==> config.mk <==
export PLATFORM = sky130hd
export DESIGN_NAME = sdHostTop
export DESIGN_NICKNAME = d
export VERILOG_FILES = /design/src/verilog/sdPkg.sv /design/src/verilog/sdClockGen.sv /design/src/verilog/sdCmdTx.sv /design/src/verilog/sdHostCtrl.sv /design/src/verilog/sdHostTop.sv /design/src/verilog/sdRspRx.sv
export VERILOG_INCLUDE_DIRS = /design/src /design/src/verilog
export SDC_FILE = /design/constraint.sdc
export NUM_CORES = 1
export LEC_CHECK = 0
export ABC_AREA = 1
export BUFFER_PORTS_ARGS = -buffer_cell sky130_fd_sc_hd__buf_2
export CAP_MARGIN = 20
export CORE_MARGIN = 3
export CORE_UTILIZATION = 55
export CTS_BUF_LIST = sky130_fd_sc_hd__clkbuf_8
export CTS_CLUSTER_DIAMETER = 30
export DETAILED_ROUTE_END_ITERATION = 16
export PLACE_DENSITY = 0.77
export SYNTH_ARGS = -nofsm -noshare
export SYNTH_HDL_FRONTEND = slang
export SYNTH_SLANG_ARGS = --single-unit
==> constraint.sdc <==
create_clock -name clk -period 3.4 [get_ports clk]
set_input_delay 0.51 -clock clk [delete_from_list [all_inputs] [get_ports clk]]
set_output_delay 0.51 -clock clk [all_outputs]
set_load 0.005 [all_outputs]
==> src/verilog/sdConsts.svh <==
`ifndef SD_CONSTS_SVH
`define SD_CONSTS_SVH

// ==============================
// SD clock
// ==============================

// clk cycles per half SD clock period
`define SD_CLK_DIV 4

// ==============================
// Bring-up delays, in SD periods
// ==============================

// Short values so simulation reaches ready quickly
`define SD_PWR_OFF_CYCLES 8
`define SD_PWR_ON_CYCLES 8
`define SD_LVS_PULSE_CYCLES 3

// ==============================
// Command channel
// ==============================

// Queue depth and the host's starting credit count
`define SD_CMD_CREDITS 2
// SD periods to wait for a response start bit
`define SD_RSP_TIMEOUT 64
`define SD_FRAME_BITS 48

`endif

==> src/verilog/sdPkg.sv <==
package sdPkg;

    // ==============================
    // Frame fields
    // ==============================

    typedef logic [5:0] sdCmdIndexT;
    typedef logic [31:0] sdArgT;

    // CRC7, generator x^7 + x^3 + 1, starts at zero
    typedef logic [6:0] sdCrc7T;

    // ==============================
    // Controller phases
    // ==============================

    typedef enum logic [2:0] {
        off,
        powerWait,
        lvsPulse,
        lvsSample,
        ready
    } sdHostStateT;

    // One serial CRC7 step, MSB first
    function automatic sdCrc7T sdCrc7Step(input sdCrc7T crc, input logic dataBit);
        logic feedback;
        feedback = crc[6] ^ dataBit;
        return {crc[5:3], crc[2] ^ feedback, crc[1:0], feedback};
    endfunction

endpackage

==> src/verilog/sdClockGen.sv <==
`include "sdConsts.svh"

module sdClockGen (
    input  logic clk,
    input  logic reset,
    input  logic clkEnable,
    output logic sdRise,
    output logic sdFall,
    output logic sdClk
);

    localparam int DivBits = $clog2(`SD_CLK_DIV + 1);

    logic [DivBits-1:0] divCount;
    logic phaseHigh;
    logic lastCount;

    // Strobe the edge the free divider is about to make
    assign lastCount = (divCount == DivBits'(`SD_CLK_DIV - 1));
    assign sdRise = lastCount && !phaseHigh;
    assign sdFall = lastCount && phaseHigh;

    always_ff @(posedge clk) begin
        if (reset) begin
            divCount <= '0;
            phaseHigh <= 1'b0;
            sdClk <= 1'b0;
        end else begin
            if (lastCount) begin
                divCount <= '0;
                phaseHigh <= !phaseHigh;
            end else begin
                divCount <= divCount + 1'b1;
            end

            // Pin only moves on an enabled edge, otherwise it keeps its level
            // so the controller can stretch a single high pulse
            if (clkEnable && sdRise) begin
                sdClk <= 1'b1;
            end else if (clkEnable && sdFall) begin
                sdClk <= 1'b0;
            end
        end
    end

    // Each fall strobe comes one half period after a rise strobe
    assert property (@(posedge clk) disable iff (reset) sdFall |-> $past(sdRise, `SD_CLK_DIV));

endmodule

==> src/verilog/sdCmdTx.sv <==
`include "sdConsts.svh"

module sdCmdTx (
    input  logic clk,
    input  logic reset,
    input  logic sdFall,
    input  logic txStart,
    input  sdPkg::sdCmdIndexT txIndex,
    input  sdPkg::sdArgT txArg,
    output logic txDone,
    output logic sdCmdOut,
    output logic sdCmdOe
);
    import sdPkg::*;

    // Start, transmission, index and argument; CRC and end bit follow
    localparam int BodyBits = `SD_FRAME_BITS - 8;
    localparam int CountBits = $clog2(`SD_FRAME_BITS + 1);

    logic [BodyBits-1:0] bodyShift;
    logic [CountBits-1:0] bitCount;
    sdCrc7T crc;
    logic busy;
    logic inBody;
    logic nextBit;

    assign inBody = (bitCount < CountBits'(BodyBits));

    // After the body the CRC register itself shifts out, filling with ones
    // so that its last bit out is the end bit
    assign nextBit = inBody ? bodyShift[BodyBits-1] : crc[6];

    always_ff @(posedge clk) begin
        if (reset) begin
            busy <= 1'b0;
            bitCount <= '0;
            crc <= '0;
            txDone <= 1'b0;
            sdCmdOut <= 1'b0;
            sdCmdOe <= 1'b0;
        end else begin
            txDone <= 1'b0;
            if (txStart) begin
                busy <= 1'b1;
                bitCount <= '0;
                crc <= '0;
            end else if (busy && sdFall) begin
                if (bitCount == CountBits'(`SD_FRAME_BITS)) begin
                    // End bit has had its full period, release CMD
                    busy <= 1'b0;
                    sdCmdOe <= 1'b0;
                    sdCmdOut <= 1'b0;
                    txDone <= 1'b1;
                end else begin
                    sdCmdOut <= nextBit;
                    sdCmdOe <= 1'b1;
                    bitCount <= bitCount + 1'b1;
                    if (inBody) begin
                        crc <= sdCrc7Step(crc, nextBit);
                    end else begin
                        crc <= {crc[5:0], 1'b1};
                    end
                end
            end
        end
    end

    always_ff @(posedge clk) begin
        if (txStart) begin
            bodyShift <= {2'b01, txIndex, txArg};
        end else if (busy && sdFall && inBody) begin
            bodyShift <= {bodyShift[BodyBits-2:0], 1'b0};
        end
    end

    // Controller waits for txDone before the next command
    assert property (@(posedge clk) disable iff (reset) txStart |-> !busy);

endmodule

==> src/verilog/sdHostCtrl.sv <==
`include "sdConsts.svh"

module sdHostCtrl (
    input  logic clk,
    input  logic reset,
    input  logic sdRise,
    input  logic sdFall,
    input  logic dat2In,
    input  logic cmdValid,
    input  logic rspCreditReturn,
    input  logic txDone,
    input  logic rxDone,
    input  logic rxCrcOk,
    input  logic rxTimeout,
    input  sdPkg::sdCmdIndexT cmdIndex,
    input  sdPkg::sdCmdIndexT rxIndex,
    input  sdPkg::sdArgT cmdArg,
    input  sdPkg::sdArgT rxArg,
    output logic sdPwrEn,
    output logic clkEnable,
    output logic lvsSupported,
    output logic cmdCreditReturn,
    output logic txStart,
    output logic rxStart,
    output logic rspValid,
    output logic rspCrcOk,
    output logic rspTimeout,
    output sdPkg::sdCmdIndexT txIndex,
    output sdPkg::sdCmdIndexT rspIndex,
    output sdPkg::sdArgT txArg,
    output sdPkg::sdArgT rspArg,
    output sdPkg::sdHostStateT phase
);
    import sdPkg::*;

    localparam int QDepth = `SD_CMD_CREDITS;
    localparam int PtrBits = (QDepth > 1) ? $clog2(QDepth) : 1;
    localparam int DelayPwr = (`SD_PWR_OFF_CYCLES > `SD_PWR_ON_CYCLES) ?
                              `SD_PWR_OFF_CYCLES : `SD_PWR_ON_CYCLES;
    localparam int DelayMax = (DelayPwr > `SD_LVS_PULSE_CYCLES) ? DelayPwr : `SD_LVS_PULSE_CYCLES;
    localparam int DelayBits = $clog2(DelayMax + 1);

    typedef enum logic [1:0] {engIdle, engTx, engRx, engHold} engStateT;

    sdCmdIndexT qIndex [QDepth];
    sdArgT qArg [QDepth];
    logic [PtrBits-1:0] wrPtr;
    logic [PtrBits-1:0] rdPtr;
    logic [PtrBits:0] qCount;
    logic [DelayBits-1:0] delay;
    engStateT engState;
    logic rspCredit;
    logic rspCreditSeen;
    logic startCmd;
    logic sendRsp;

    function automatic logic [PtrBits-1:0] nextPtr(input logic [PtrBits-1:0] ptr);
        return (ptr == PtrBits'(QDepth - 1)) ? '0 : ptr + 1'b1;
    endfunction

    assign txIndex = qIndex[rdPtr];
    assign txArg = qArg[rdPtr];
    assign startCmd = (phase == ready) && (engState == engIdle) && (qCount != '0);
    assign sendRsp = (engState == engHold) && rspCredit;

    // ==============================
    // Power and LVS sequencer
    // ==============================

    always_ff @(posedge clk) begin
        if (reset) begin
            phase <= off;
            delay <= DelayBits'(`SD_PWR_OFF_CYCLES - 1);
            sdPwrEn <= 1'b0;
            clkEnable <= 1'b0;
            lvsSupported <= 1'b0;
        end else begin
            case (phase)
                off: if (sdRise) begin
                    if (delay == '0) begin
                        phase <= powerWait;
                        sdPwrEn <= 1'b1;
                        delay <= DelayBits'(`SD_PWR_ON_CYCLES - 1);
                    end else begin
                        delay <= delay - 1'b1;
                    end
                end
                powerWait: if (sdRise) begin
                    if (delay == '0) begin
                        phase <= lvsPulse;
                        clkEnable <= 1'b1;
                    end else begin
                        delay <= delay - 1'b1;
                    end
                end
                lvsPulse: if (sdRise) begin
                    // First enabled rise lifts sdClk, then it is held high
                    if (clkEnable) begin
                        clkEnable <= 1'b0;
                        delay <= DelayBits'(`SD_LVS_PULSE_CYCLES - 1);
                    end else if (delay == '0) begin
                        clkEnable <= 1'b1;
                        phase <= lvsSample;
                    end else begin
                        delay <= delay - 1'b1;
                    end
                end
                lvsSample: begin
                    if (sdFall) begin
                        clkEnable <= 1'b0;
                    end
                    if (sdRise && !clkEnable) begin
                        lvsSupported <= dat2In;
                        phase <= ready;
                    end
                end
                ready: begin
                    // Clock runs only while a command is on the wire
                    if (startCmd) begin
                        clkEnable <= 1'b1;
                    end else if (sdFall && engState != engTx && engState != engRx) begin
                        clkEnable <= 1'b0;
                    end
                end
                default: phase <= off;
            endcase
        end
    end

    // ==============================
    // Command engine and credits
    // ==============================

    always_ff @(posedge clk) begin
        if (reset) begin
            engState <= engIdle;
            txStart <= 1'b0;
            rxStart <= 1'b0;
            rspValid <= 1'b0;
            cmdCreditReturn <= 1'b0;
            rspCredit <= 1'b1;
            rspCreditSeen <= 1'b1;
            wrPtr <= '0;
            rdPtr <= '0;
            qCount <= '0;
        end else begin
            txStart <= startCmd;
            cmdCreditReturn <= txStart;
            rxStart <= 1'b0;
            rspValid <= sendRsp;
            rspCredit <= (rspCredit && !sendRsp) || rspCreditReturn;
            // Credit as seen from the result port pulses alone
            rspCreditSeen <= (rspCreditSeen && !rspValid) || rspCreditReturn;

            if (cmdValid) begin
                wrPtr <= nextPtr(wrPtr);
            end
            if (txStart) begin
                rdPtr <= nextPtr(rdPtr);
            end
            case ({cmdValid, txStart})
                2'b10: qCount <= qCount + 1'b1;
                2'b01: qCount <= qCount - 1'b1;
                default: qCount <= qCount;
            endcase

            case (engState)
                engIdle: if (startCmd) engState <= engTx;
                engTx: if (txDone) begin
                    rxStart <= 1'b1;
                    engState <= engRx;
                end
                engRx: if (rxDone) engState <= engHold;
                engHold: if (sendRsp) engState <= engIdle;
                default: engState <= engIdle;
            endcase
        end
    end

    always_ff @(posedge clk) begin
        if (cmdValid) begin
            qIndex[wrPtr] <= cmdIndex;
            qArg[wrPtr] <= cmdArg;
        end
    end

    // Result waits here until a response credit is free
    always_ff @(posedge clk) begin
        if (rxDone && engState == engRx) begin
            rspIndex <= rxIndex;
            rspArg <= rxArg;
            rspCrcOk <= rxCrcOk;
            rspTimeout <= rxTimeout;
        end
    end

    assert property (@(posedge clk) disable iff (reset) cmdValid |-> qCount < QDepth);
    assert property (@(posedge clk) disable iff (reset) rspValid |-> rspCreditSeen);
    assert property (@(posedge clk) disable iff (reset) txStart |-> phase == ready);

endmodule

==> src/verilog/sdHostTop.sv <==
module sdHostTop (
    input  logic clk,
    input  logic reset,
    input  logic cmdValid,
    input  sdPkg::sdCmdIndexT cmdIndex,
    input  sdPkg::sdArgT cmdArg,
    input  logic rspCreditReturn,
    input  logic sdCmdIn,
    input  logic dat2In,
    output logic cmdCreditReturn,
    output logic rspValid,
    output sdPkg::sdCmdIndexT rspIndex,
    output sdPkg::sdArgT rspArg,
    output logic rspCrcOk,
    output logic rspTimeout,
    output logic sdPwrEn,
    output logic sdClk,
    output logic sdCmdOut,
    output logic sdCmdOe,
    output logic lvsSupported,
    output sdPkg::sdHostStateT phase
);
    import sdPkg::*;

    logic sdRise;
    logic sdFall;
    logic clkEnable;
    logic txStart;
    logic txDone;
    logic rxStart;
    logic rxDone;
    logic rxCrcOk;
    logic rxTimeout;
    sdCmdIndexT txIndex;
    sdCmdIndexT rxIndex;
    sdArgT txArg;
    sdArgT rxArg;

    sdClockGen u_clockGen (
        .clk(clk),
        .reset(reset),
        .clkEnable(clkEnable),
        .sdRise(sdRise),
        .sdFall(sdFall),
        .sdClk(sdClk)
    );

    sdCmdTx u_cmdTx (
        .clk(clk),
        .reset(reset),
        .sdFall(sdFall),
        .txStart(txStart),
        .txIndex(txIndex),
        .txArg(txArg),
        .txDone(txDone),
        .sdCmdOut(sdCmdOut),
        .sdCmdOe(sdCmdOe)
    );

    sdRspRx u_rspRx (
        .clk(clk),
        .reset(reset),
        .sdRise(sdRise),
        .rxStart(rxStart),
        .sdCmdIn(sdCmdIn),
        .rxDone(rxDone),
        .rxCrcOk(rxCrcOk),
        .rxTimeout(rxTimeout),
        .rxIndex(rxIndex),
        .rxArg(rxArg)
    );

    sdHostCtrl u_ctrl (
        .clk(clk),
        .reset(reset),
        .sdRise(sdRise),
        .sdFall(sdFall),
        .dat2In(dat2In),
        .cmdValid(cmdValid),
        .rspCreditReturn(rspCreditReturn),
        .txDone(txDone),
        .rxDone(rxDone),
        .rxCrcOk(rxCrcOk),
        .rxTimeout(rxTimeout),
        .cmdIndex(cmdIndex),
        .rxIndex(rxIndex),
        .cmdArg(cmdArg),
        .rxArg(rxArg),
        .sdPwrEn(sdPwrEn),
        .clkEnable(clkEnable),
        .lvsSupported(lvsSupported),
        .cmdCreditReturn(cmdCreditReturn),
        .txStart(txStart),
        .rxStart(rxStart),
        .rspValid(rspValid),
        .rspCrcOk(rspCrcOk),
        .rspTimeout(rspTimeout),
        .txIndex(txIndex),
        .rspIndex(rspIndex),
        .txArg(txArg),
        .rspArg(rspArg),
        .phase(phase)
    );

endmodule

==> src/verilog/sdRspRx.sv <==
`include "sdConsts.svh"

module sdRspRx (
    input  logic clk,
    input  logic reset,
    input  logic sdRise,
    input  logic rxStart,
    input  logic sdCmdIn,
    output logic rxDone,
    output logic rxCrcOk,
    output logic rxTimeout,
    output sdPkg::sdCmdIndexT rxIndex,
    output sdPkg::sdArgT rxArg
);
    import sdPkg::*;

    localparam int CountBits = $clog2(`SD_FRAME_BITS + 1);
    localparam int WaitBits = $clog2(`SD_RSP_TIMEOUT + 1);
    // Last frame bit covered by the CRC
    localparam int CrcLastBit = `SD_FRAME_BITS - 9;

    logic hunting;
    logic receiving;
    logic [WaitBits-1:0] waitCount;
    logic [CountBits-1:0] bitCount;
    sdCrc7T crc;

    // Everything after the start bit; MSB is the transmission bit
    logic [`SD_FRAME_BITS-2:0] frame;

    // ==============================
    // Field extraction
    // ==============================

    assign rxIndex = frame[45:40];
    assign rxArg = frame[39:8];

    // ==============================
    // Start bit hunt and shift-in
    // ==============================

    always_ff @(posedge clk) begin
        if (reset) begin
            hunting <= 1'b0;
            receiving <= 1'b0;
            waitCount <= '0;
            bitCount <= '0;
            crc <= '0;
            rxDone <= 1'b0;
            rxCrcOk <= 1'b0;
            rxTimeout <= 1'b0;
        end else begin
            rxDone <= 1'b0;
            if (rxStart) begin
                hunting <= 1'b1;
                receiving <= 1'b0;
                waitCount <= '0;
            end else if (sdRise && hunting) begin
                if (!sdCmdIn) begin
                    // A zero start bit leaves a zero CRC unchanged
                    hunting <= 1'b0;
                    receiving <= 1'b1;
                    bitCount <= CountBits'(1);
                    crc <= '0;
                end else if (waitCount == WaitBits'(`SD_RSP_TIMEOUT - 1)) begin
                    hunting <= 1'b0;
                    rxDone <= 1'b1;
                    rxTimeout <= 1'b1;
                    rxCrcOk <= 1'b0;
                end else begin
                    waitCount <= waitCount + 1'b1;
                end
            end else if (sdRise && receiving) begin
                bitCount <= bitCount + 1'b1;
                if (bitCount <= CountBits'(CrcLastBit)) begin
                    crc <= sdCrc7Step(crc, sdCmdIn);
                end
                if (bitCount == CountBits'(`SD_FRAME_BITS - 1)) begin
                    // Incoming bit is the end bit; CRC field sits in frame[6:0]
                    receiving <= 1'b0;
                    rxDone <= 1'b1;
                    rxTimeout <= 1'b0;
                    rxCrcOk <= (frame[6:0] == crc) && sdCmdIn;
                end
            end
        end
    end

    always_ff @(posedge clk) begin
        if (sdRise && receiving) begin
            frame <= {frame[`SD_FRAME_BITS-3:0], sdCmdIn};
        end
    end

endmodule
# ---- After elaboration in Yosys (flattened, before gate mapping)
# Memories as Yosys holds them, arrays and structs flattened. A register that Yosys moved wholly into a read port is not among the register bits.
# Cells that the tools add are included.
dict set report totals {
  out_inout_bits 50
  romBits 0
  latchBits 0
  mem_bits_rw 76
  inputBits 44
  ff_bits 194
  wordCells 231
  memories 2
}
dict set report op_classes {
  bitwise 11
  n_div 0
  n_shift 0
  n_mul 0
  eq_ne 34
  n_lt_le_gt_ge 2
  muxes 79
  add_sub_neg 9
  reduce_logical 56
}
# name depth width rd rd_ports_with_merged_regs write_ports line
set mem_list {}
lappend mem_list {u_ctrl.qArg 2 32 1 1 1 sdHostCtrl.sv:46} ;# sdArgT qArg [QDepth];
lappend mem_list {u_ctrl.qIndex 2 6 1 1 1 sdHostCtrl.sv:45} ;# sdCmdIndexT qIndex [QDepth];
# cell count
set op_table {}
lappend op_table {{$mux 38} 2}
lappend op_table {{$mux 1} 46}
lappend op_table {{$mux 4} 7}
lappend op_table {{$mux 7} 4}
lappend op_table {{$mux 3} 8}
lappend op_table {{$ne 2x2->1 const B} 11}
lappend op_table {{$reduce_bool 2->1} 10}
lappend op_table {{$mux 6} 3}
lappend op_table {{$logic_and 1x1->1} 17}
lappend op_table {{$pmux 3 s5} 1}
lappend op_table {{$ne 2x1->1 const B} 7}
lappend op_table {{$add 6x1->6 const B} 2}
lappend op_table {{$eq 6x6->1 const B} 2}
lappend op_table {{$pmux 4 s3} 1}
lappend op_table {{$reduce_and 3->1} 4}
lappend op_table {{$reduce_and 4->1} 3}
lappend op_table {{$reduce_and 2->1} 5}
lappend op_table {{$eq 3x2->1 const B} 3}
lappend op_table {{$reduce_and 9->1} 1}
lappend op_table {{$mux 2} 4}
lappend op_table {{$pmux 2 s4} 1}
lappend op_table {{$reduce_or 2->1} 4}
lappend op_table {{$add 7x1->7 const B} 1}
lappend op_table {{$eq 7x6->1 const B} 1}
lappend op_table {{28 further kinds} 43}

# ---- Logic depth before layout (Yosys ltp)
# Gate-level depths: netlist (run 1).
dict set report logic_depth {
  word_depth 7
  mapped_depth 11
}

# ---- Hierarchy
# From an unflattened synthesis (run 1), not the netlist that was laid out.
dict set report unflattened {
  hier_cells 899
  hier_area_um2 10715.3
}
# mod cells_per_inst seq_area_each_um2 instances area_each_um2
set modules_own_cells {}
lappend modules_own_cells {sdHostCtrl 334 3923.8 1 5117.4}
lappend modules_own_cells {sdRspRx 267 1881.8 1 2967.8}
lappend modules_own_cells {sdCmdTx 273 1521.5 1 2432.3}
lappend modules_own_cells {sdClockGen 25 100.1 1 197.7}

# ---- Worst setup path after synthesis (run 1)
# Ideal clock, no wire load.
dict set report synth_timing {
  path_kind {flip-flop to flip-flop}
  from {reg u_clockGen.divCount[0]}
  to {reg u_rspRx.rxTimeout}
  setup_time_ns 0.132
  period_less_slack_ns 3.489
  path_stages_with_launch 10
  n_path_buf 0
  setup_slack_ns -0.089
  arrival_ns 3.357
  path_cell_list {dfxtp_1 -> ha_1 -> ha_1 -> nand2_2 -> nor2_1 -> nand3_1 -> nand2_1 -> nand3_1 -> nand2_1 -> a21oi_1}
}
dict set report synth_via {
  elab_chain_len 5
  elab_cells_between_ends 10
  cone_classes {eq/ne: 3; mux: 1; reduce/logical: 6}
}
# item line
set synth_lines {}
lappend synth_lines {{start, declared} sdClockGen.sv:14} ;# logic [DivBits-1:0] divCount;
lappend synth_lines {{start signal, assigned} sdClockGen.sv:33} ;# divCount <= divCount + 1'b1;
lappend synth_lines {{$eq 3x2->1 *} sdClockGen.sv:19} ;# assign lastCount = (divCount == DivBits'(`SD_CLK_DIV - 1));
lappend synth_lines {{$logic_and 1x1->1 *} sdClockGen.sv:20} ;# assign sdRise = lastCount && !phaseHigh;
lappend synth_lines {{$logic_and 1x1->1 (on tied branches)} {sdRspRx.sv:58, sdRspRx.sv:73}}
lappend synth_lines {{$ne 2x2->1 (no line) / $reduce_bool 2->1 (equally long branches)} -}
lappend synth_lines {{$reduce_and 5->1 (no line)} -}
lappend synth_lines {{end signal, assigned} sdRspRx.sv:51} ;# rxTimeout <= 1'b0;
lappend synth_lines {{end signal, assigned} sdRspRx.sv:68} ;# rxTimeout <= 1'b1;
lappend synth_lines {{end signal, assigned} sdRspRx.sv:82} ;# rxTimeout <= 1'b0;
lappend synth_lines {{end, declared} sdRspRx.sv:11} ;# output logic rxTimeout,
# Mark *: on every way between the ends. The rest lies on a longest branch, timed or not.
# A chain may end at the register's enable or synchronous reset.

# ---- Worst setup path after layout (run 1)
dict set report layout_timing {
  from {reg u_clockGen.divCount[0]}
  to {reg u_cmdTx.bodyShift[14] (enable)}
}
dict set report layout_via {
  elab_chain_len 5
}
# item line
set layout_lines {}
lappend layout_lines {{$eq 3x2->1} sdClockGen.sv:19}
lappend layout_lines {{$logic_and 1x1->1} sdClockGen.sv:21} ;# assign sdFall = lastCount && phaseHigh;
lappend layout_lines {{$logic_and 1x1->1 (2 in a row)} sdCmdTx.sv:71} ;# end else if (busy && sdFall && inBody) begin
lappend layout_lines {{$reduce_bool 2->1 (no line)} -}
lappend layout_lines {{end signal, assigned} sdCmdTx.sv:70} ;# bodyShift <= {2'b01, txIndex, txArg};
lappend layout_lines {{end signal, assigned} sdCmdTx.sv:72} ;# bodyShift <= {bodyShift[BodyBits-2:0], 1'b0};
lappend layout_lines {{end, declared} sdCmdTx.sv:20} ;# logic [BodyBits-1:0] bodyShift;
# No other way between the ends.

==> results_dict.tcl, run 1 <==
set metrics [dict create \
    final.setup.tns_ps 0 \
    synth_nets 921 \
    multiInputGateArea_sq_um 2380 \
    cts_hold_buf 0 \
    async_flop_share_pct 0 \
    synth-edff-count 200 \
    netlist_area_sq_um 10200 \
    clk_path_buf_depth 3 \
    final_common_cell "edfxtp_1" \
    rr_startpoint "u_clockGen.divCount[0]$_SDFF_PP0_" \
    final_cell_mix "200 x edfxtp_1, 146 x nand2_1, 113 x nor2_1, 103 x o21ai_0, 93 x buf_2" \
    cp-end-kind "flop" \
    cp.required_ps 3580 \
    grt_usage_pct 17.7 \
    synthDistinctLibCells 35 \
    whs_ps 132 \
    p_leak_nw 4.64 \
    drc 0 \
    clock_sink_count 271 \
    setup_viol 0 \
    cts_buffers 49 \
    ys_seq_area_share_pct 73.1 \
    cp.arrival_ps 2360 \
    status "finished clean" \
    min_path_type "in2reg" \
    max_cap_violations 0 \
    synth_area_leaders "edfxtp_1 59%, dfxtp_1 14%, nand2_1 5.4%" \
    port_buffers 93 \
    layout-drive-gt1-share_pct 17.9 \
    fin_ws_ps 1210 \
    finalCriticalPeriod_ps 2190 \
    hp-start "cmdArg[25]" \
    gp_congestion 0.831 \
    wl_microns 18000 \
    wl_per_cell_microns 14.2 \
    max_freq_mhz 458 \
    drt_iter0_drc 391 \
    crit_path_start_kind "flop" \
    layout.nets 1050 \
    max-slew-margin-rel_pct 59.7 \
    path_class "reg2reg" \
    synthFlopType "edfxtp_1" \
    grt_pass1_wl_microns 29200 \
    grt_max_degree 47 \
    dpl_cell_area_sq_um 10900 \
    die_h_microns 142 \
    yosysWarnings 0 \
    worst_pin_slew_ps 605 \
    num_antenna_cells 0 \
    fin_skew_ps 26.4 \
    n_fill_cell 1325 \
    die_w_microns 142 \
    viasPerCell 5.11 \
    via_count 6446 \
    cts_resized 0 \
    path_clk_slew_ps 60 \
    crit_start "u_clockGen.divCount[0]$_SDFF_PP0_" \
    cts_root_buf "clkbuf_8" \
    antenna_left 0 \
    ys_ff_latch 271 \
    insertion_delay_ps 560 \
    hpwlAfterDp_microns 10900 \
    seqCellArea_sq_um 7430 \
    rows 49 \
    coreArea_sq_um 18100 \
    peakVddDrop_v 0.000387 \
    die-area_sq_um 20200 \
    cts.htree.levels 2 \
    grt_pass1_vias 6063 \
    first_pass_iters 5 \
    finalCritPeriodShare_pct 64.3 \
    ioPinCount 94 \
    post-cts-setup-buffer-count 0 \
    synth_cells 864 \
    area_delta_synth_final_pct 17.2 \
    yosysTopAreaCellShare_pct 59.1 \
    start_util_pct 56.2 \
    path_max_fanout 38 \
    cts_tree "built" \
    fin_area_sq_um 11900 \
    hold_violations 0 \
    grt_overflow 0 \
    power.density_nw_per_um2 586 \
    avgSynthCellArea_sq_um 11.8 \
    finalPower_mw 6.99 \
    synth_top_cell_by_area "edfxtp_1" \
    maxSlewViolCount 0 \
    place_worst_setup_slack_ps 1250 \
    rsz0062_at_grt "false" \
    antenna_found_initial 0 \
]
[power breakdown]
group	switching, mW	total, mW	leakage (nW)	internal, mW
logic	0.180	0.262	1.67	0.0824
registers	0.0285	3.63	2.40	3.60
clock network	1.30	3.10	0.568	1.79
[cell families (layout without fill, tap and decap cells)]
kind of cell | count (synthesis) | after routing | synth area share [%]
buffers and inverters | 95 | 264 | 3.67
flip-flops | 271 | 271 | 73.1
adder cells (fa/ha/maj) | 13 | 13 | 1.60
XOR/XNOR | 12 | 12 | 1.03
AO/OA/AOI/OAI | 160 | 160 | 8.10
AND/OR/NAND/NOR | 313 | 313 | 12.5
[Yosys cell counts (all sizes together) (7+ instances only)]
cell / n
nand2: 147
o21ai: 107
inv: 69
buf: 7
nor2: 117
dfxtp: 71
edfxtp: 200
nand3: 36
xor2: 10
nor3: 8
a21oi: 46
clkbuf: 18
ha: 13
[through the flow]
stage,util [%],std cells
after floorplan,-,864
after global placement,60.3,1171
after detailed placement,60.3,1171
after CTS,65.9,1262
after global routing,65.9,1262
final,65.9,1262
[worst paths after layout]
kind | endpoint | slack (ps) | cells past startpoint
max | u_cmdTx.bodyShift[14]$_DFFE_PP_ | 1210 | 7
min | u_ctrl.qArg[1][25]$_DFFE_PP_ | 130 | 1
max reg2reg | u_cmdTx.bodyShift[14]$_DFFE_PP_ | 1210 | 7
min reg2reg | u_ctrl.rspIndex[5]$_DFFE_PP_ | 430 | 0
[flip-flops by register name, summed over array words and instances (netlist names), 2 cells and up, named ones only]
signal and cells:
u_rspRx.bitCount 6, u_ctrl.qArg 64, u_ctrl.phase 3, u_ctrl.qCount 2
u_rspRx.crc 7, u_ctrl.delay 4, u_ctrl.rspIndex 6, u_cmdTx.bitCount 6
u_ctrl.engState 2, u_ctrl.qIndex 12, u_clockGen.divCount 3, u_cmdTx.bodyShift 40
u_ctrl.rspArg 32, u_cmdTx.crc 7, u_rspRx.frame 46, u_rspRx.waitCount 7
[final cells by class]
cell class	count	area share (%)
Clock buffer	51	5.89
Clock inverter	40	2.67
Inverter	70	2.21
Multi-Input combinational cell	498	20.0
Sequential cell	271	62.3
Tap cell	229	2.40
Timing Repair Buffer	103	4.53
[layer usage]
layer	global-route usage (%)	vias to the layer above	routed length, microns
met3	4.87	24	1080
li1	-	3241	-
met1	23.9	3008	8180
met5	0	-	0
met2	28.6	173	8440
met4	5.05	0	270
[critical path: stages (launching register included)]
cell and delay, ps:
dfxtp_1 340, ha_1 160, ha_1 260, nand2_1 150
nor2_2 210, nand2_1 140, nand2_1 100, buf_4 430
Note: power is estimated with default switching activity, not from simulation.
==> run 2: changes to the inputs <==
--- a/config.mk
+++ b/config.mk
@@ -6,7 +6,7 @@
 export SDC_FILE = /design/constraint.sdc
 export NUM_CORES = 1
 export LEC_CHECK = 0
-export ABC_AREA = 1
+export ABC_AREA = 0
 export BUFFER_PORTS_ARGS = -buffer_cell sky130_fd_sc_hd__buf_2
 export CAP_MARGIN = 20
 export CORE_MARGIN = 3
==> constraint.sdc (replaced) <==
create_clock -name clk -period 1.9 [get_ports clk]
set_input_delay 0.285 -clock clk [delete_from_list [all_inputs] [get_ports clk]]
set_output_delay 0.285 -clock clk [all_outputs]
set_load 0.005 [all_outputs]
==> run 2 against run 1 <==
  * Register-to-register slack worse by 1200 ps
  * Flip-flop and latch count stayed put
  * Core utilization is 4.7 points higher
  * Routed wire length is 0.40% lower
  * Sequential share of layout area is 2.5 points lower
  * First-iteration DRC count is 16% lower
  * Total power is 67% higher
  * Synthesized cell count is 19% lower
  * Critical endpoint is now u_rspRx.waitCount[4]$_SDFFE_PP0P_
==> results_dict.tcl, run 2 <==
set metrics [dict create \
    status "finished clean" \
    rows 48 \
    layout-drive-gt1-share_pct 24.0 \
    synthAdderAreaFrac_pct 1.61 \
    fin_area_sq_um 12400 \
    power.density_nw_per_um2 941 \
    antenna_left 0 \
    num_antenna_cells 0 \
    grt_pass1_vias 6269 \
    max_freq_mhz 538 \
    antenna_found_initial 0 \
    biggestRegsByFlops "u_ctrl.qArg: 64 flops, u_rspRx.frame: 46 flops, u_cmdTx.bodyShift: 40 flops" \
    avgSynthCellArea_sq_um 14.4 \
    synth_top_family_by_area "simple AND/OR/NAND/NOR gates" \
    path_class "reg2reg" \
    ys_ff_latch 271 \
    synth_top_cell_by_area "edfxtp_1" \
    netlist_area_sq_um 10100 \
    first_pass_iters 5 \
    synthFlopType "edfxtp_1" \
    grt_overflow 0 \
    largest_reg_flops 64 \
    wl_microns 17900 \
    min_path_type "in2reg" \
    fin_skew_ps 11.1 \
    final_common_cell "edfxtp_1" \
    synth_compound_area_share_pct 6.65 \
    layout.nets 941 \
    cp.arrival_ps 2270 \
    finalCriticalPeriod_ps 1860 \
    clk_path_buf_depth 3 \
    final_core_util_pct 70.6 \
    synthTopCellsByCount "200 x edfxtp_1, 97 x nor2_1, 71 x dfxtp_1, 55 x a21oi_1, 49 x mux2i_1" \
    max-slew-margin-rel_pct 58.7 \
    viasPerCell 5.34 \
    hold_violations 0 \
    place_worst_setup_slack_ps -156 \
    cts.htree.levels 2 \
    crit_path_start_kind "flop" \
    min_delay_path_depth 3 \
    wl_per_cell_microns 15.7 \
    ys_seq_area_share_pct 73.7 \
    yosys.area_share.simple_pct 8.43 \
    clock_sink_count 271 \
    top_register "u_ctrl.qArg" \
    grt_pass1_wl_microns 29200 \
    yosysTopAreaCellShare_pct 59.6 \
    path_clk_slew_ps 60 \
    cp.required_ps 2320 \
    area_delta_synth_final_pct 23.2 \
    cts_tree "built" \
    synth-edff-count 200 \
    synth-xor-area-share_pct 2.61 \
    async_flop_share_pct 0 \
    synth_most_common_cell "edfxtp_1" \
    final_cell_mix "200 x edfxtp_1, 96 x nor2_1, 93 x buf_2, 67 x dfxtp_1, 55 x a21oi_1" \
    cts_root_buf "clkbuf_8" \
    ioPinCount 94 \
    synth_nets 756 \
    synth_area_leaders "edfxtp_1 60%, dfxtp_1 14%, mux2i_1 4.9%" \
    cts_buffers 45 \
    start_util_pct 57.3 \
    grt_max_degree 58 \
    dp_cells 1020 \
    via_count 6104 \
    layout.cells.non_filler 1143 \
    reg2reg_depth 9 \
    setup_viol 0 \
    maxSlewViolCount 0 \
    die_w_microns 141 \
    synthMuxAreaShare_pct 4.87 \
    worst_pin_slew_ps 619 \
    synth_cells 699 \
    path_max_fanout 6 \
    gp_congestion 0.827 \
    finalCritPeriodShare_pct 97.7 \
    drc 0 \
    finalPower_mw 11.7 \
    hpwlAfterDp_microns 11000 \
    port_buffers 93 \
    cp-end-kind "flop" \
    die-area_sq_um 20000 \
    coreArea_sq_um 17600 \
    synthDistinctLibCells 54 \
    peakVddDrop_v 0.000848 \
    p_leak_nw 4.52 \
    dpl_cell_area_sq_um 11100 \
    yosysWarnings 0 \
    drt_iter0_drc 328 \
    grt_usage_pct 17.8 \
    max_cap_violations 0 \
    insertion_delay_ps 540 \
    fin_ws_ps 43.0 \
    die_h_microns 141 \
]
-- run 2: cell count changes after synthesis, moves of 18 or more --
cell | previous run | this run
nor2_1 | 115 | 97
nand3_1 | 34 | 8
nand2_1 | 146 | 19
mux2i_1 | 0 | 49
inv_1 | 67 | 18
o21ai_0 | 103 | 10
-- run 2: cells by family after synthesis --
| logic type | Yosys count |
|---|---|
| buffers and inverters | 49 |
| flip-flops | 271 |
| adder cells (fa/ha/maj) | 13 |
| XOR/XNOR | 30 |
| AND/OR/NAND/NOR | 182 |
| AO/OA/AOI/OAI | 105 |
| multiplexers | 49 |
-- run 2: power by group --
group	switching, mW	internal (mW)	leakage (nW)
combinational	0.228	0.213	1.66
clock	2.23	2.53	0.465
sequential	0.0515	6.44	2.39
-- run 2: worst paths after layout --
check / from / endpoint / slack, ps
setup / recovery: u_clockGen.divCount[0]$_SDFF_PP0_ / u_rspRx.waitCount[4]$_SDFFE_PP0P_ / 40
hold / removal: cmdValid / u_ctrl.wrPtr$_SDFFE_PP0P_ / 50
setup reg to reg: u_clockGen.divCount[0]$_SDFF_PP0_ / u_rspRx.waitCount[4]$_SDFFE_PP0P_ / 40
hold reg to reg: u_clockGen.divCount[0]$_SDFF_PP0_ / u_clockGen.divCount[0]$_SDFF_PP0_ / 420
-- run 2: worst max-delay path, cell delays in order (launching register included) --
cell and delay, ps:
dfxtp_2 330, ha_2 190, ha_4 190, buf_4 120, and3b_2 240, o311ai_4 130
buf_4 180, nor2_1 110, xnor2_1 160, nor2_1 90
-- run 2: layout make-up --
| type | instances | area, sq um |
|---|---|---|
| fill | 1145 | 5180 |
| clock inverter | 36 | 230 |
| timing repair buffer | 169 | 1230 |
| tap | 225 | 282 |
| clock buffer | 45 | 619 |
| sequential | 271 | 7430 |
| multi-input combinational | 379 | 2560 |
| inverter | 18 | 67.6 |
-- run 2: repair_timing --
action	CTS	global route
hold buffers	40	0
gates resized for setup	2	17
pin swaps	1	6
setup endpoints to repair	66	13
setup buffers	0	2
hold endpoints to repair	78	0
-- run 2: through the flow --
step / TNS [ps] / hold slack, ps
finish: 0 / 54.0
floorplan: -134 / 379
CTS: 0 / 18.0
detailed placement: -1740 / 413
global placement: -156 / 411
global route: -102 / 46.9
-- run 2: layer usage --
metal | routed length [microns] | up-vias | share of wire (%) | GRT usage, %
met4 | 509 | 0 | 2.8 | 6.58
met2 | 8880 | 191 | 50 | 30.3
met3 | 1090 | 49 | 6.1 | 4.42
met5 | 0 | - | 0 | 0
met1 | 7420 | 2921 | 41 | 22.1
li1 | - | 2943 | - | -
==> run 3: changes to the inputs <==
--- a/config.mk
+++ b/config.mk
@@ -6,7 +6,7 @@
 export SDC_FILE = /design/constraint.sdc
 export NUM_CORES = 1
 export LEC_CHECK = 0
-export ABC_AREA = 0
+export ABC_AREA = 1
 export BUFFER_PORTS_ARGS = -buffer_cell sky130_fd_sc_hd__buf_2
 export CAP_MARGIN = 20
 export CORE_MARGIN = 3
@@ -15,6 +15,7 @@
 export CTS_CLUSTER_DIAMETER = 30
 export DETAILED_ROUTE_END_ITERATION = 16
 export PLACE_DENSITY = 0.77
+export SLEW_MARGIN = 20
 export SYNTH_ARGS = -nofsm -noshare
 export SYNTH_HDL_FRONTEND = slang
 export SYNTH_SLANG_ARGS = --single-unit
==> run 3 against run 2 <==
  * Register-to-register slack gained 100 ps
  * Total power grew 7.5%
  * Worst hold slack lost 16 ps
  * Clock power grew 16%
  * Highest routed layer unchanged
  * Clock-buffer cell count grew 7
==> results_dict.tcl, run 3 (synthesized netlist as in run 1, its figures left out) <==
set metrics [dict create \
    peakVddDrop_v 0.000858 \
    ioPinCount 94 \
    drc 0 \
    coreArea_sq_um 18100 \
    layout.nets 1097 \
    cp-end-kind "flop" \
    clock_sink_count 271 \
    power.density_nw_per_um2 1010 \
    finalCritPeriodShare_pct 92.4 \
    reg2reg_depth 7 \
    fin_skew_ps 22.9 \
    grt_max_degree 47 \
    p_leak_nw 4.81 \
    cts.htree.levels 2 \
    viasPerCell 5.17 \
    seqCellArea_sq_um 7430 \
    whs_ps 38.2 \
    max_cap_violations 0 \
    path_max_fanout 19 \
    clk_path_buf_depth 3 \
    crit_path_start_kind "flop" \
    reg2reg_to "u_cmdTx.bodyShift[14]$_DFFE_PP_" \
    biggestRegsByFlops "u_ctrl.qArg: 64 flops, u_rspRx.frame: 46 flops, u_cmdTx.bodyShift: 40 flops" \
    largest_reg_flops 64 \
    final_common_cell "edfxtp_1" \
    grt_pass1_wl_microns 31200 \
    die_w_microns 142 \
    finalCriticalPeriod_ps 1760 \
    cts_tree "built" \
    grt_pass1_vias 6610 \
    worst_pin_slew_ps 505 \
    antenna_found_initial 0 \
    start_util_pct 56.2 \
    crit_start "u_clockGen.divCount[0]$_SDFF_PP0_" \
    path_clk_slew_ps 60 \
    die-area_sq_um 20200 \
    die_h_microns 142 \
    drt_iter0_drc 508 \
    min_path_type "in2reg" \
    cp.arrival_ps 2020 \
    status "finished clean" \
    gp_congestion 0.830 \
    hpwlAfterDp_microns 10700 \
    wl_microns 19100 \
    antenna_left 0 \
    layout.cells.non_filler 1305 \
    cts_root_buf "clkbuf_8" \
    grt_usage_pct 19.0 \
    rsz0062_at_grt "false" \
    cp.required_ps 2170 \
    endpoint "u_cmdTx.bodyShift[14]$_DFFE_PP_" \
    via_count 6753 \
    final_core_util_pct 69.0 \
    setup_viol 0 \
    rows 49 \
    path_class "reg2reg" \
    min_delay_path_depth 3 \
    multiInputGateArea_sq_um 2440 \
    wl_met1_microns 8390 \
    num_antenna_cells 0 \
    top_register "u_ctrl.qArg" \
    max-slew-margin-rel_pct 66.3 \
    port_buffers 93 \
    top_layer_used "met4" \
    n_fill_cell 1265 \
    final_cell_mix "200 x edfxtp_1, 145 x nand2_1, 113 x nor2_1, 103 x o21ai_0, 93 x buf_2" \
    wl_met2_microns 9090 \
    dr_wl_met3_microns 1160 \
    layout-drive-gt1-share_pct 18.5 \
    area_delta_synth_final_pct 22.8 \
    first_pass_iters 5 \
    max_freq_mhz 570 \
    rrSetupSlack_ps 140 \
    hold_violations 0 \
    dp_cells 1176 \
    grt_overflow 0 \
    wl_per_cell_microns 14.6 \
    maxSlewViolCount 0 \
    rr_startpoint "u_clockGen.divCount[0]$_SDFF_PP0_" \
    cts_buffers 50 \
    finalPower_mw 12.6 \
    insertion_delay_ps 570 \
]
-- run 3: changes by cell type in the layout (fill, tap and decap cells not counted), sizes merged, moves of 7 or more --
cell | previous run | this run
a21oi | 55 | 46
buf | 128 | 108
clkbuf | 46 | 53
inv | 29 | 78
mux2i | 49 | 0
nand2 | 19 | 147
nand3 | 8 | 36
nor2 | 97 | 118
o21ai | 11 | 107
xnor2 | 16 | 2
-- run 3: repair_timing --
item,4_1_cts,5_1_grt
endpoints found under the hold margin,77,0
buffers inserted,0,0
gates resized for setup,0,3
hold buffers,39,0
endpoints found under the setup margin,0,16
-- run 3: per-stage QoR --
step	setup TNS [ps]	setup slack (ps)	instance area, sq um
global route	0	19.1	12500
floorplan	-122	-102	10200
global placement	0	136	11000
CTS	0	61.3	12400
finish	0	144	12500
detailed placement	0	59.3	11000
-- run 3: power by group --
group	total (mW)	switching [mW]	leakage, nW	internal (mW)
Combinational	0.551	0.338	1.88	0.213
Sequential	6.50	0.0510	2.40	6.45
Clock	5.52	2.40	0.526	3.12
Total	12.6	2.79	4.81	9.78
-- run 3: layout make-up --
type | count | area share, %
inverter | 70 | 2.11
clock inverter | 36 | 2.32
tap | 229 | 2.30
timing repair buffer | 148 | 8.46
multi-input combinational | 499 | 19.6
clock buffer | 52 | 5.73
sequential | 271 | 59.5
-- run 3: metal layers --
layer,GRT usage (%),vias to the layer above
li1,-,3335
met1,24.7,3142
met2,31.3,228
met3,4.84,48
met4,7.17,0
met5,0,-
-- run 3: worst min path at each step --
stage | start | end | slack [ps]
after floorplan | rspCreditReturn | u_ctrl.rspCredit$_SDFF_PP1_ | 370
after global routing | dat2In | u_ctrl.lvsSupported$_SDFFE_PP0P_ | 20
after global placement | u_rspRx.frame[7]$_DFFE_PP_ | u_rspRx.frame[8]$_DFFE_PP_ | 400
after detailed placement | u_clockGen.divCount[0]$_SDFF_PP0_ | u_clockGen.divCount[0]$_SDFF_PP0_ | 420
after CTS | dat2In | u_ctrl.lvsSupported$_SDFFE_PP0P_ | 4
final | cmdValid | u_ctrl.wrPtr$_SDFFE_PP0P_ | 40
-- run 3: critical path, stage by stage (launching register included) --
cell and delay (ps):
dfxtp_2 340, ha_4 140, ha_4 170, nand2_1 150, nor2_4 160, nand2_1 120
nand2_2 160, clkbuf_16 220
